### src/pkt_mon_pkg.sv
////////////////////////////////////////////////////////////
// Shared widths and types for the packet accounting monitor
// Compiled ahead of every monitor module
////////////////////////////////////////////////////////////

package pkt_mon_pkg;

    ////////////////////////////////////////////////////////////
    // Widths

    // One per-port packet counter, wraps at 2**16
    localparam int CNT_WIDTH = 16;

    // Direction totals and in-flight count
    localparam int TOTAL_WIDTH = 20;

    typedef logic [CNT_WIDTH-1:0]   cnt_t;
    typedef logic [TOTAL_WIDTH-1:0] total_t;

    ////////////////////////////////////////////////////////////
    // Port and status words

    // Beat control of one port for one cycle
    typedef struct packed {
        logic valid;
        logic ready;
        logic last;
    } beat_t;

    // Monitor status as seen by the host
    typedef struct packed {
        // Ingress total minus egress total
        total_t in_flight;
        // Egress quiet and nothing outstanding
        logic   drained;
        // Sticky until reset
        logic   underflow;
    } mon_status_t;

endpackage

### src/port_pkt_counter_bank.sv
////////////////////////////////////////////////////////////
// Per-port completed packet counters for one direction
// Feeds per-cycle completions to the balance unit
////////////////////////////////////////////////////////////

`timescale 1ns/10ps

module port_pkt_counter_bank #(
    parameter int    NUM_PORTS      = 4,
    parameter int    PORT_SEL_WIDTH = (NUM_PORTS > 1) ? $clog2(NUM_PORTS) : 1,
    localparam int   DONE_WIDTH     = $clog2(NUM_PORTS + 1)
) (
    input  logic                               phys_port_clk_ifc,
    input  logic                               arst_n,

    input  pkt_mon_pkg::beat_t [NUM_PORTS-1:0] beats,
    input  logic [NUM_PORTS-1:0]               enable,

    input  logic [PORT_SEL_WIDTH-1:0]          rd_port,
    output pkt_mon_pkg::cnt_t                  rd_count,

    output logic [DONE_WIDTH-1:0]              done_count,
    output logic                               any_valid
);

    import pkt_mon_pkg::*;

    logic [NUM_PORTS-1:0]  done_strobe;
    logic [NUM_PORTS-1:0]  valid_bits;
    logic [DONE_WIDTH-1:0] done_sum;

    cnt_t port_cnt [NUM_PORTS];


    ////////////////////////////////////////////////////////////
    // Beat decode

    // Packet ends on a handshaked last beat of an enabled port
    always_comb begin
        for (int p = 0; p < NUM_PORTS; p++) begin
            done_strobe[p] = enable[p] & beats[p].valid & beats[p].ready & beats[p].last;
            valid_bits[p]  = enable[p] & beats[p].valid;
        end
    end

    // Completions this cycle
    always_comb begin
        done_sum = '0;
        for (int p = 0; p < NUM_PORTS; p++) begin
            done_sum = done_sum + DONE_WIDTH'(done_strobe[p]);
        end
    end


    ////////////////////////////////////////////////////////////
    // Counters

    always_ff @(posedge phys_port_clk_ifc or negedge arst_n) begin
        if (!arst_n) begin
            for (int p = 0; p < NUM_PORTS; p++) begin
                port_cnt[p] <= '0;
            end
        end else begin
            for (int p = 0; p < NUM_PORTS; p++) begin
                if (done_strobe[p]) begin
                    port_cnt[p] <= port_cnt[p] + cnt_t'(1);
                end
            end
        end
    end

    always_ff @(posedge phys_port_clk_ifc or negedge arst_n) begin
        if (!arst_n) begin
            done_count <= '0;
            any_valid  <= 1'b0;
        end else begin
            done_count <= done_sum;
            any_valid  <= |valid_bits;
        end
    end


    ////////////////////////////////////////////////////////////
    // Host readout

    // Value before this edge's increment; unused index reads zero
    always_ff @(posedge phys_port_clk_ifc or negedge arst_n) begin
        if (!arst_n) begin
            rd_count <= '0;
        end else if (int'(rd_port) < NUM_PORTS) begin
            rd_count <= port_cnt[rd_port];
        end else begin
            rd_count <= '0;
        end
    end

endmodule

### src/traffic_balance.sv
////////////////////////////////////////////////////////////
// Direction totals and in-flight, drained, underflow status
////////////////////////////////////////////////////////////

`timescale 1ns/10ps

module traffic_balance #(
    parameter int  NUM_ING_PORTS = 4,
    parameter int  NUM_EGR_PORTS = 4,
    parameter int  IDLE_WINDOW   = 16,
    localparam int ING_DONE_WIDTH = $clog2(NUM_ING_PORTS + 1),
    localparam int EGR_DONE_WIDTH = $clog2(NUM_EGR_PORTS + 1)
) (
    input  logic                        phys_port_clk_ifc,
    input  logic                        arst_n,

    input  logic [ING_DONE_WIDTH-1:0]   ing_done,
    input  logic [EGR_DONE_WIDTH-1:0]   egr_done,
    input  logic                        egr_any_valid,

    output pkt_mon_pkg::total_t         ing_total,
    output pkt_mon_pkg::total_t         egr_total,
    output pkt_mon_pkg::mon_status_t    status
);

    import pkt_mon_pkg::*;

    localparam int QUIET_WIDTH = (IDLE_WINDOW > 0) ? $clog2(IDLE_WINDOW + 1) : 1;
    localparam logic [QUIET_WIDTH-1:0] QUIET_MAX = QUIET_WIDTH'(IDLE_WINDOW);

    total_t                 in_flight;
    logic                   borrow;
    logic                   underflow_q;
    logic                   quiet_done;
    logic [QUIET_WIDTH-1:0] quiet_cnt;


    ////////////////////////////////////////////////////////////
    // Totals

    always_ff @(posedge phys_port_clk_ifc or negedge arst_n) begin
        if (!arst_n) begin
            ing_total <= '0;
            egr_total <= '0;
        end else begin
            ing_total <= ing_total + TOTAL_WIDTH'(ing_done);
            egr_total <= egr_total + TOTAL_WIDTH'(egr_done);
        end
    end

    // Extra top bit catches egress running ahead of ingress
    assign {borrow, in_flight} = {1'b0, ing_total} - {1'b0, egr_total};


    ////////////////////////////////////////////////////////////
    // Drain detection

    // Counts quiet egress cycles up to the window
    always_ff @(posedge phys_port_clk_ifc or negedge arst_n) begin
        if (!arst_n) begin
            quiet_cnt <= '0;
        end else if (egr_any_valid) begin
            quiet_cnt <= '0;
        end else if (quiet_cnt != QUIET_MAX) begin
            quiet_cnt <= quiet_cnt + 1'b1;
        end
    end

    assign quiet_done = (quiet_cnt == QUIET_MAX);


    ////////////////////////////////////////////////////////////
    // Underflow

    always_ff @(posedge phys_port_clk_ifc or negedge arst_n) begin
        if (!arst_n) begin
            underflow_q <= 1'b0;
        end else if (borrow) begin
            underflow_q <= 1'b1;
        end
    end

    // Flag shows in the same cycle as the borrowing totals
    assign status = '{
        in_flight: in_flight,
        drained:   quiet_done && (in_flight == '0),
        underflow: underflow_q | borrow
    };

endmodule

### src/pkt_mon_top.sv
////////////////////////////////////////////////////////////
// Packet accounting monitor for router ingress and egress
////////////////////////////////////////////////////////////

`timescale 1ns/10ps

module pkt_mon_top #(
    parameter int  NUM_ING_PORTS  = 4,
    parameter int  NUM_EGR_PORTS  = 4,
    parameter int  IDLE_WINDOW    = 16,
    localparam int MAX_PORTS      = (NUM_ING_PORTS > NUM_EGR_PORTS) ? NUM_ING_PORTS
                                                                    : NUM_EGR_PORTS,
    localparam int PORT_SEL_WIDTH = (MAX_PORTS > 1) ? $clog2(MAX_PORTS) : 1
) (
    input  logic                                   phys_port_clk_ifc,
    input  logic                                   arst_n,

    input  pkt_mon_pkg::beat_t [NUM_ING_PORTS-1:0] ing_beats,
    input  pkt_mon_pkg::beat_t [NUM_EGR_PORTS-1:0] egr_beats,
    input  logic [NUM_ING_PORTS-1:0]               ing_enable,
    input  logic [NUM_EGR_PORTS-1:0]               egr_enable,

    input  logic                                   rd_egr,
    input  logic [PORT_SEL_WIDTH-1:0]              rd_port,
    output pkt_mon_pkg::cnt_t                      rd_count,

    output pkt_mon_pkg::total_t                    ing_total,
    output pkt_mon_pkg::total_t                    egr_total,
    output pkt_mon_pkg::mon_status_t               status
);

    import pkt_mon_pkg::*;

    cnt_t                               ing_rd_count;
    cnt_t                               egr_rd_count;
    logic [$clog2(NUM_ING_PORTS+1)-1:0] ing_done;
    logic [$clog2(NUM_EGR_PORTS+1)-1:0] egr_done;
    logic                               egr_any_valid;


    ////////////////////////////////////////////////////////////
    // Counter banks

    port_pkt_counter_bank #(
        .NUM_PORTS      ( NUM_ING_PORTS  ),
        .PORT_SEL_WIDTH ( PORT_SEL_WIDTH )
    ) ing_bank (
        .phys_port_clk_ifc ( phys_port_clk_ifc ),
        .arst_n            ( arst_n            ),
        .beats             ( ing_beats         ),
        .enable            ( ing_enable        ),
        .rd_port           ( rd_port           ),
        .rd_count          ( ing_rd_count      ),
        .done_count        ( ing_done          ),
        .any_valid         (                   )
    );

    port_pkt_counter_bank #(
        .NUM_PORTS      ( NUM_EGR_PORTS  ),
        .PORT_SEL_WIDTH ( PORT_SEL_WIDTH )
    ) egr_bank (
        .phys_port_clk_ifc ( phys_port_clk_ifc ),
        .arst_n            ( arst_n            ),
        .beats             ( egr_beats         ),
        .enable            ( egr_enable        ),
        .rd_port           ( rd_port           ),
        .rd_count          ( egr_rd_count      ),
        .done_count        ( egr_done          ),
        .any_valid         ( egr_any_valid     )
    );

    assign rd_count = rd_egr ? egr_rd_count : ing_rd_count;


    ////////////////////////////////////////////////////////////
    // Balance

    traffic_balance #(
        .NUM_ING_PORTS ( NUM_ING_PORTS ),
        .NUM_EGR_PORTS ( NUM_EGR_PORTS ),
        .IDLE_WINDOW   ( IDLE_WINDOW   )
    ) balance (
        .phys_port_clk_ifc ( phys_port_clk_ifc ),
        .arst_n            ( arst_n            ),
        .ing_done          ( ing_done          ),
        .egr_done          ( egr_done          ),
        .egr_any_valid     ( egr_any_valid     ),
        .ing_total         ( ing_total         ),
        .egr_total         ( egr_total         ),
        .status            ( status            )
    );

endmodule

### config.mk
export PLATFORM = sky130hd
export DESIGN_NAME = pkt_mon_top
export DESIGN_NICKNAME = d
export VERILOG_FILES = /design/src/pkt_mon_pkg.sv /design/src/port_pkt_counter_bank.sv /design/src/traffic_balance.sv /design/src/pkt_mon_top.sv
export SDC_FILE = /design/constraint.sdc
export NUM_CORES = 1
export LEC_CHECK = 0
export ABC_AREA = 1
export BUFFER_PORTS_ARGS = -buffer_cell sky130_fd_sc_hd__clkbuf_2
export CAP_MARGIN = 15
export CORE_MARGIN = 2
export CORE_UTILIZATION = 55
export DETAILED_ROUTE_END_ITERATION = 6
export GPL_TIMING_DRIVEN = 0
export PLACE_DENSITY = 0.79
export REMOVE_ABC_BUFFERS = 1
export SLEW_MARGIN = 15
export SYNTH_ARGS = -nofsm -noshare
export SYNTH_HDL_FRONTEND = slang
export SYNTH_SLANG_ARGS = --single-unit
### constraint.sdc
create_clock -name phys_port_clk_ifc -period 4.4 [get_ports phys_port_clk_ifc]
set_input_delay 0.22 -clock phys_port_clk_ifc [delete_from_list [all_inputs] [get_ports phys_port_clk_ifc]]
set_output_delay 0.22 -clock phys_port_clk_ifc [all_outputs]
set_load 0.05 [all_outputs]
==> impl_metrics.tcl, run 1 <==
set metrics [dict create \
    antenna_found_initial 0 \
    grt_remaining_overflow 0 \
    cts.path.max_buffers 3 \
    synth_top_family_by_area "simple AND/OR/NAND/NOR gates" \
    placed_cell_area_um2 12600 \
    ys_types 39 \
    finalNetCount 1480 \
    grt_pass1_vias 9067 \
    wl_per_cell_um 15.1 \
    vias 8898 \
    pin_count 115 \
    status "finished, final reports clean" \
    clock.fmax_mhz 311 \
    tritoncts "done" \
    critPathMostFrequentCell "nand2_1" \
    diodes 0 \
    synthSimpleGateAreaFrac_pct 23.1 \
    synthMuxAreaShare_pct 2.13 \
    hold_path.class "primary input to flop" \
    io_buffer_count 114 \
    synth_compound_area_share_pct 6.59 \
    critPathMaxStageDelay_ps 430 \
    htree_num_levels 1 \
    ys_ff_latch 213 \
    setup_viol 0 \
    ir_worst_vdd_v 0.000525 \
    drtIter0Drc 505 \
    drt-pass1-iter-count 5 \
    antenna_left 0 \
    grt_pass1_wl_mm 43.3 \
    netlist_area_um2 11700 \
    slew_headroom_pct 28.4 \
    multiInputGateArea_um2 5670 \
    numCtsBuffers 24 \
    initial_core_util_pct 55.8 \
    leakage_nw 7.02 \
    worst_pin_slew_ps 1070 \
    cp_cell_sequence "inv_1 -> ha_1 -> fa_1 -> inv_1 -> nand3_1 -> nand2_1 -> nand2_1 -> nand2_1 -> nand2_1 -> nand2_1 -> nand2_1 -> nor2_1 -> nand2_1 -> nor2_1 -> nand2_1 -> nor2_1 -> clkbuf_2" \
    utilization_pct 64.3 \
    seqCellArea_um2 5330 \
    track_usage_pct 23.7 \
    final_area_um2 13400 \
    finalClockSkew_ps 29.2 \
    cp_max_fo 3 \
    pwr_density_cell_nw_per_um2 594 \
    hold_viol 0 \
    core_area_um2 20900 \
    period_share_pct 73.1 \
    async_flop_share_pct 100 \
    min_period_ps 3210 \
    yosysWarningCount 0 \
    via_per_inst 5.26 \
    synth_area_per_cell_um2 9.15 \
    cpMaxStageDelayCell "fa_1" \
    synthCells 1274 \
    critPathKind "flop to output pin" \
    rows 53 \
    die_y_um 150 \
    cts.reportedPaths.clkPinSlew_ps 60 \
    clk_root_buffer_cell "clkbuf_16" \
    finalWirelength_mm 25.5 \
    dieArea_um2 22400 \
    drc 0 \
    synthAdderAreaFrac_pct 5.15 \
    yosysSeqAreaShare_pct 45.7 \
    clock_latency_ps 540 \
    post-cts-setup-buffers 0 \
    die_w_um 150 \
    syn2layout_area_growth_pct 15.3 \
    grt_start_max_net_pins 91 \
    cts.sinks 213 \
    rsz0062_at_grt "false" \
    place_hpwl_mm 18.6 \
    cp.arrival_ps 2990 \
    hold_ws_ps 87.6 \
    yosys.area_share.xor_xnor_pct 11.7 \
    synth_edf_count 0 \
    ys.flop_type "dfrtp_1" \
    gp_congestion 0.872 \
    required_ps 4180 \
    drive_gt1_share_pct 19.6 \
    maxSlewViolCount 0 \
    crit_buf_inv 3 \
    filler_cell_count 1696 \
    drv_cap 0 \
    cp-start-kind "flop" \
    endpoint_kind "output pin" \
    path_delay_family "simple AND/OR/NAND/NOR gates" \
]
synth_stat cells, types with 3 or more instances:
cell type	count	area [um^2]
nand2_1	220	826
nand4_2	7	87.6
nand2_2	15	93.8
dfrtp_1	213	5330
inv_1	149	559
nor3_2	9	90.1
a21o_1	3	22.5
nor3_4	5	81.3
nor2_4	18	203
clkbuf_1	20	75.1
nand2_4	3	33.8
nand4_1	25	156
o21bai_1	4	30.0
mux2_2	22	248
nor2_1	113	424
ha_1	40	500
xnor2_1	57	499
nor2_2	17	106
a21oi_1	35	175
nor3_1	11	55.1
o21ai_0	68	340
fa_1	5	100
nand3b_1	5	37.5
xor2_1	95	832
nand3_1	55	275
o22ai_1	29	181
nand3_2	12	120
worst paths after layout:
path | from | endpoint | slack [ps] | cells past startpoint
worst max-delay path | balance.ing_total[0]$_DFF_PN0_ | status[1] | 1190 | 17
worst min-delay path | ing_beats[2] | ing_bank.port_cnt[50]$_DFFE_PN0P_ | 90 | 5
worst max register to register | balance.ing_total[0]$_DFF_PN0_ | balance.ing_total[14]$_DFF_PN0_ | 1920 | 9
worst min register to register | egr_bank.any_valid$_DFF_PN0_ | balance.quiet_cnt[4]$_DFFE_PN0P_ | 470 | 1
max in group asynchronous | arst_n | egr_bank.port_cnt[43]$_DFFE_PN0P_ | 3360 | 3
min in group asynchronous | arst_n | balance.underflow_q$_DFFE_PN0P_ | 220 | 2
power breakdown:
part	internal, mW	leakage, nW	switching, mW
sequential	2.21	2.80	0.283
combinational	0.884	3.84	2.58
clock	1.17	0.376	0.854
total	4.26	7.02	3.71
cell type report:
type                    instances  share of cell area [%]
flip-flops and latches        213                    39.7
repair buffers                121                    5.22
inverters                     149                    4.16
multi-input cells             889                    42.2
clock inverters                18                    1.48
well taps                     275                    2.56
clock buffers                  26                    4.67
metrics by stage:
stage	cells	TNS, ps	total power [mW]	setup WS [ps]
4_1_cts	1691	0	8.03	1150
6_report	1691	0	7.98	1190
2_1_floorplan	1251	0	5.17	1120
5_1_grt	1691	0	8.49	946
3_3_place_gp	1640	-221760	5.90	-1060
3_5_place_dp	1643	0	5.98	1740
what timing repair did:
item / in CTS / in global routing
hold buffers: 4 / 0
gates resized for setup: 0 / 0
endpoints found under the hold margin: 54 / 0
cells by family (layout without fill, tap and decap cells):
logic type | after synthesis | after routing
simple gates | 526 | 526
mux | 22 | 22
buf+inv | 172 | 314
xor+xnor | 154 | 154
fa+ha+maj | 45 | 45
flops | 213 | 213
compound gates | 142 | 142
worst reg2reg max path: cells and delay by family, from the launching register on:
kind / cells / cell delay (ps)
buffers and inverters: 1 / 70
AOI/OAI and AO/OA: 1 / 250
and+or+nand+nor: 4 / 880
xor gates and xnor gates: 1 / 160
DFF: 1 / 380
adders and majority gates: 2 / 610
routing by layer:
layer / track usage (%) / vias up / share of wire, %
li1: - / 4366 / -
met1: 30.7 / 4272 / 44
met2: 42.4 / 211 / 50
met3: 3.08 / 49 / 4.1
met4: 5.76 / 0 / 2.2
met5: 0 / - / 0
sequential cells by signal (all words and copies together) (netlist names):
register	count
ing_bank.port_cnt	64
egr_bank.port_cnt	64
balance.egr_total	20
balance.underflow_q	1
balance.ing_total	20
egr_bank.done_count	3
ing_bank.rd_count	16
ing_bank.done_count	3
balance.quiet_cnt	5
egr_bank.rd_count	16
egr_bank.any_valid	1
layout by cell type, fill, tap and decap left out, types with 7 or more instances in the layout:
cell	instances
a21oi_1	35
clkbuf_16	24
clkbuf_2	112
clkinvlp_4	9
dfrtp_1	213
ha_1	40
inv_1	148
mux2_2	22
nand2_1	220
nand2_2	15
nand3_1	55
nand3_2	12
nand4_1	25
nand4_2	7
nor2_1	113
nor2_2	17
nor2_4	18
nor3_1	11
nor3_2	9
o21ai_0	68
o22ai_1	29
xnor2_1	57
xor2_1	95
Power figures use the tool's default switching activity.
==> run 2, diff against run 1 <==
--- a/config.mk
+++ b/config.mk
@@ -9,10 +9,10 @@
 export BUFFER_PORTS_ARGS = -buffer_cell sky130_fd_sc_hd__clkbuf_2
 export CAP_MARGIN = 15
 export CORE_MARGIN = 2
-export CORE_UTILIZATION = 55
+export CORE_UTILIZATION = 54
 export DETAILED_ROUTE_END_ITERATION = 6
 export GPL_TIMING_DRIVEN = 0
-export PLACE_DENSITY = 0.79
+export PLACE_DENSITY = 0.81
 export REMOVE_ABC_BUFFERS = 1
 export SLEW_MARGIN = 15
 export SYNTH_ARGS = -nofsm -noshare
==> constraint.sdc (replaced) <==
create_clock -name phys_port_clk_ifc -period 2.63 [get_ports phys_port_clk_ifc]
set_input_delay 0.1315 -clock phys_port_clk_ifc [delete_from_list [all_inputs] [get_ports phys_port_clk_ifc]]
set_output_delay 0.1315 -clock phys_port_clk_ifc [all_outputs]
set_load 0.05 [all_outputs]
==> impl_metrics.tcl, run 2 (synthesis results as in run 1) <==
set metrics [dict create \
    fin_cells 1720 \
    dp.cells 1643 \
    p_total_mw 13.8 \
    die_y_um 151 \
    io_buffer_count 114 \
    rows 53 \
    via_per_inst 5.33 \
    drt-pass1-iter-count 4 \
    cp-start-kind "flop" \
    drv_cap 0 \
    cp_max_fo 2 \
    rsz0062_at_grt "true" \
    period_share_pct 110 \
    utilization_pct 66.2 \
    critPathMostFrequentCell "nand2_1" \
    final_common_cell "nand2_1" \
    required_ps 2500 \
    initial_core_util_pct 55.3 \
    final_cell_mix "nand2_1 (213), dfrtp_1 (197), inv_1 (141)" \
    drive_gt1_share_pct 25.5 \
    clk_root_buffer_cell "clkbuf_16" \
    met3_usage_pct 2.89 \
    grt_pass1_vias 9073 \
    min_period_ps 2880 \
    drc 0 \
    setup-tns-final_ps -252 \
    whs_path_depth 4 \
    critPathKind "flop to output pin" \
    gp_congestion 0.920 \
    finalClockSkew_ps 12.4 \
    numCtsBuffers 23 \
    grt_start_max_net_pins 90 \
    final_area_um2 14000 \
    grtUsageMet2_pct 42.3 \
    die_w_um 151 \
    pin_count 115 \
    finalWirelength_mm 26.8 \
    cp_cell_sequence "ha_4 -> fa_2 -> nand2_1 -> inv_1 -> nand3_2 -> nor2_2 -> nand3_1 -> nor2_1 -> nand2_1 -> nor2_2 -> nand2_1 -> nor2_1 -> nand2_1 -> nor2_1 -> clkbuf_8" \
    pwr_density_cell_nw_per_um2 985 \
    endpoint_kind "output pin" \
    clock_latency_ps 510 \
    top_usage_layer "met2" \
    ff2ff_path_depth 10 \
    cts.path.max_buffers 3 \
    cts.reportedPaths.clkPinSlew_ps 60 \
    grt_util_met1_pct 30.4 \
    maxSlewViolCount 0 \
    syn2layout_area_growth_pct 19.9 \
    ir_worst_vdd_v 0.000929 \
    setup_ws_ps -252 \
    slew_headroom_pct 21.5 \
    failed_checks "setup timing" \
    place_hpwl_mm 18.4 \
    critPathMaxStageDelay_ps 530 \
    placed_cell_area_um2 12600 \
    htree_num_levels 1 \
    antenna_left 0 \
    cp.arrival_ps 2750 \
    grt_remaining_overflow 0 \
    wl_per_cell_um 15.6 \
    cts.sinks 213 \
    core_area_um2 21100 \
    track_usage_pct 23.6 \
    status "complete, but fails checks" \
    worst_pin_slew_ps 1180 \
    clock.fmax_mhz 347 \
    dieArea_um2 22800 \
    setup_viol 1 \
    cpMaxStageDelayCell "fa_2" \
    tritoncts "done" \
    hold_viol 0 \
    finalNetCount 1510 \
    reg_top3 "egr_bank.port_cnt: 64 flops, ing_bank.port_cnt: 64 flops" \
    leakage_nw 7.20 \
    drtIter0Drc 620 \
    diodes 0 \
    grt_pass1_wl_mm 43.6 \
    vias 9167 \
    antenna_found_initial 0 \
    hold_path.class "primary input to flop" \
    filler_cell_count 1563 \
]
-- run 2: power breakdown --
part | internal, mW | total, mW | switching [mW]
registers | 3.69 | 4.16 | 0.466
clock network | 1.94 | 3.25 | 1.32
logic | 1.81 | 6.34 | 4.53
total | 7.44 | 13.8 | 6.32
-- run 2: final cells by class --
cell class                      count  area [um^2]  share of cell area (%)
Inverter                          149          559                    4.00
Tap cell                          275          344                    2.46
Sequential cell                   213         5350                    38.3
Multi-Input combinational cell    889         5980                    42.8
Timing Repair Buffer              152          962                    6.89
Clock inverter                      8         75.1                   0.537
Clock buffer                       34          697                    4.99
-- run 2: worst max-delay path: cells and delay by family, from the launching register on --
family	cells	cell delay [ps]
and+or+nand+nor	11	870
adders and majority gates	2	710
DFF	1	410
buffers and inverters	2	250
-- run 2: worst paths after layout --
check / start / to / slack (ps)
hold / removal: ing_beats[2] / ing_bank.port_cnt[48]$_DFFE_PN0P_ / 40
setup / recovery: balance.egr_total[0]$_DFF_PN0_ / status[1] / -250
max in group asynchronous: arst_n / ing_bank.port_cnt[47]$_DFFE_PN0P_ / 1730
hold reg to reg: egr_bank.any_valid$_DFF_PN0_ / balance.quiet_cnt[4]$_DFFE_PN0P_ / 460
min in group asynchronous: arst_n / balance.egr_total[4]$_DFF_PN0_ / 140
setup reg to reg: balance.ing_total[0]$_DFF_PN0_ / balance.ing_total[14]$_DFF_PN0_ / 160
-- run 2: per-layer routing --
| metal | vias up | wire length, um |
|---|---|---|
| met5 | - | 0 |
| met4 | 0 | 619 |
| met3 | 54 | 1320 |
| met2 | 263 | 13700 |
| met1 | 4420 | 11200 |
| li1 | 4430 | - |
-- run 2: per-stage QoR --
step	worst slack (ps)	hold slack, ps
floorplan	-561	-164
global placement	-2720	429
detailed placement	27.7	104
CTS	-252	31.0
global route	-473	48.0
finish	-252	35.4
-- run 2: timing repair --
item | in CTS | in global routing
hold buffers | 4 | 0
pin swaps | 3 | 3
setup endpoints to repair | 10 | 14
resized for setup | 42 | 53
endpoints found under the hold margin | 45 | 0
buffers inserted | 11 | 20
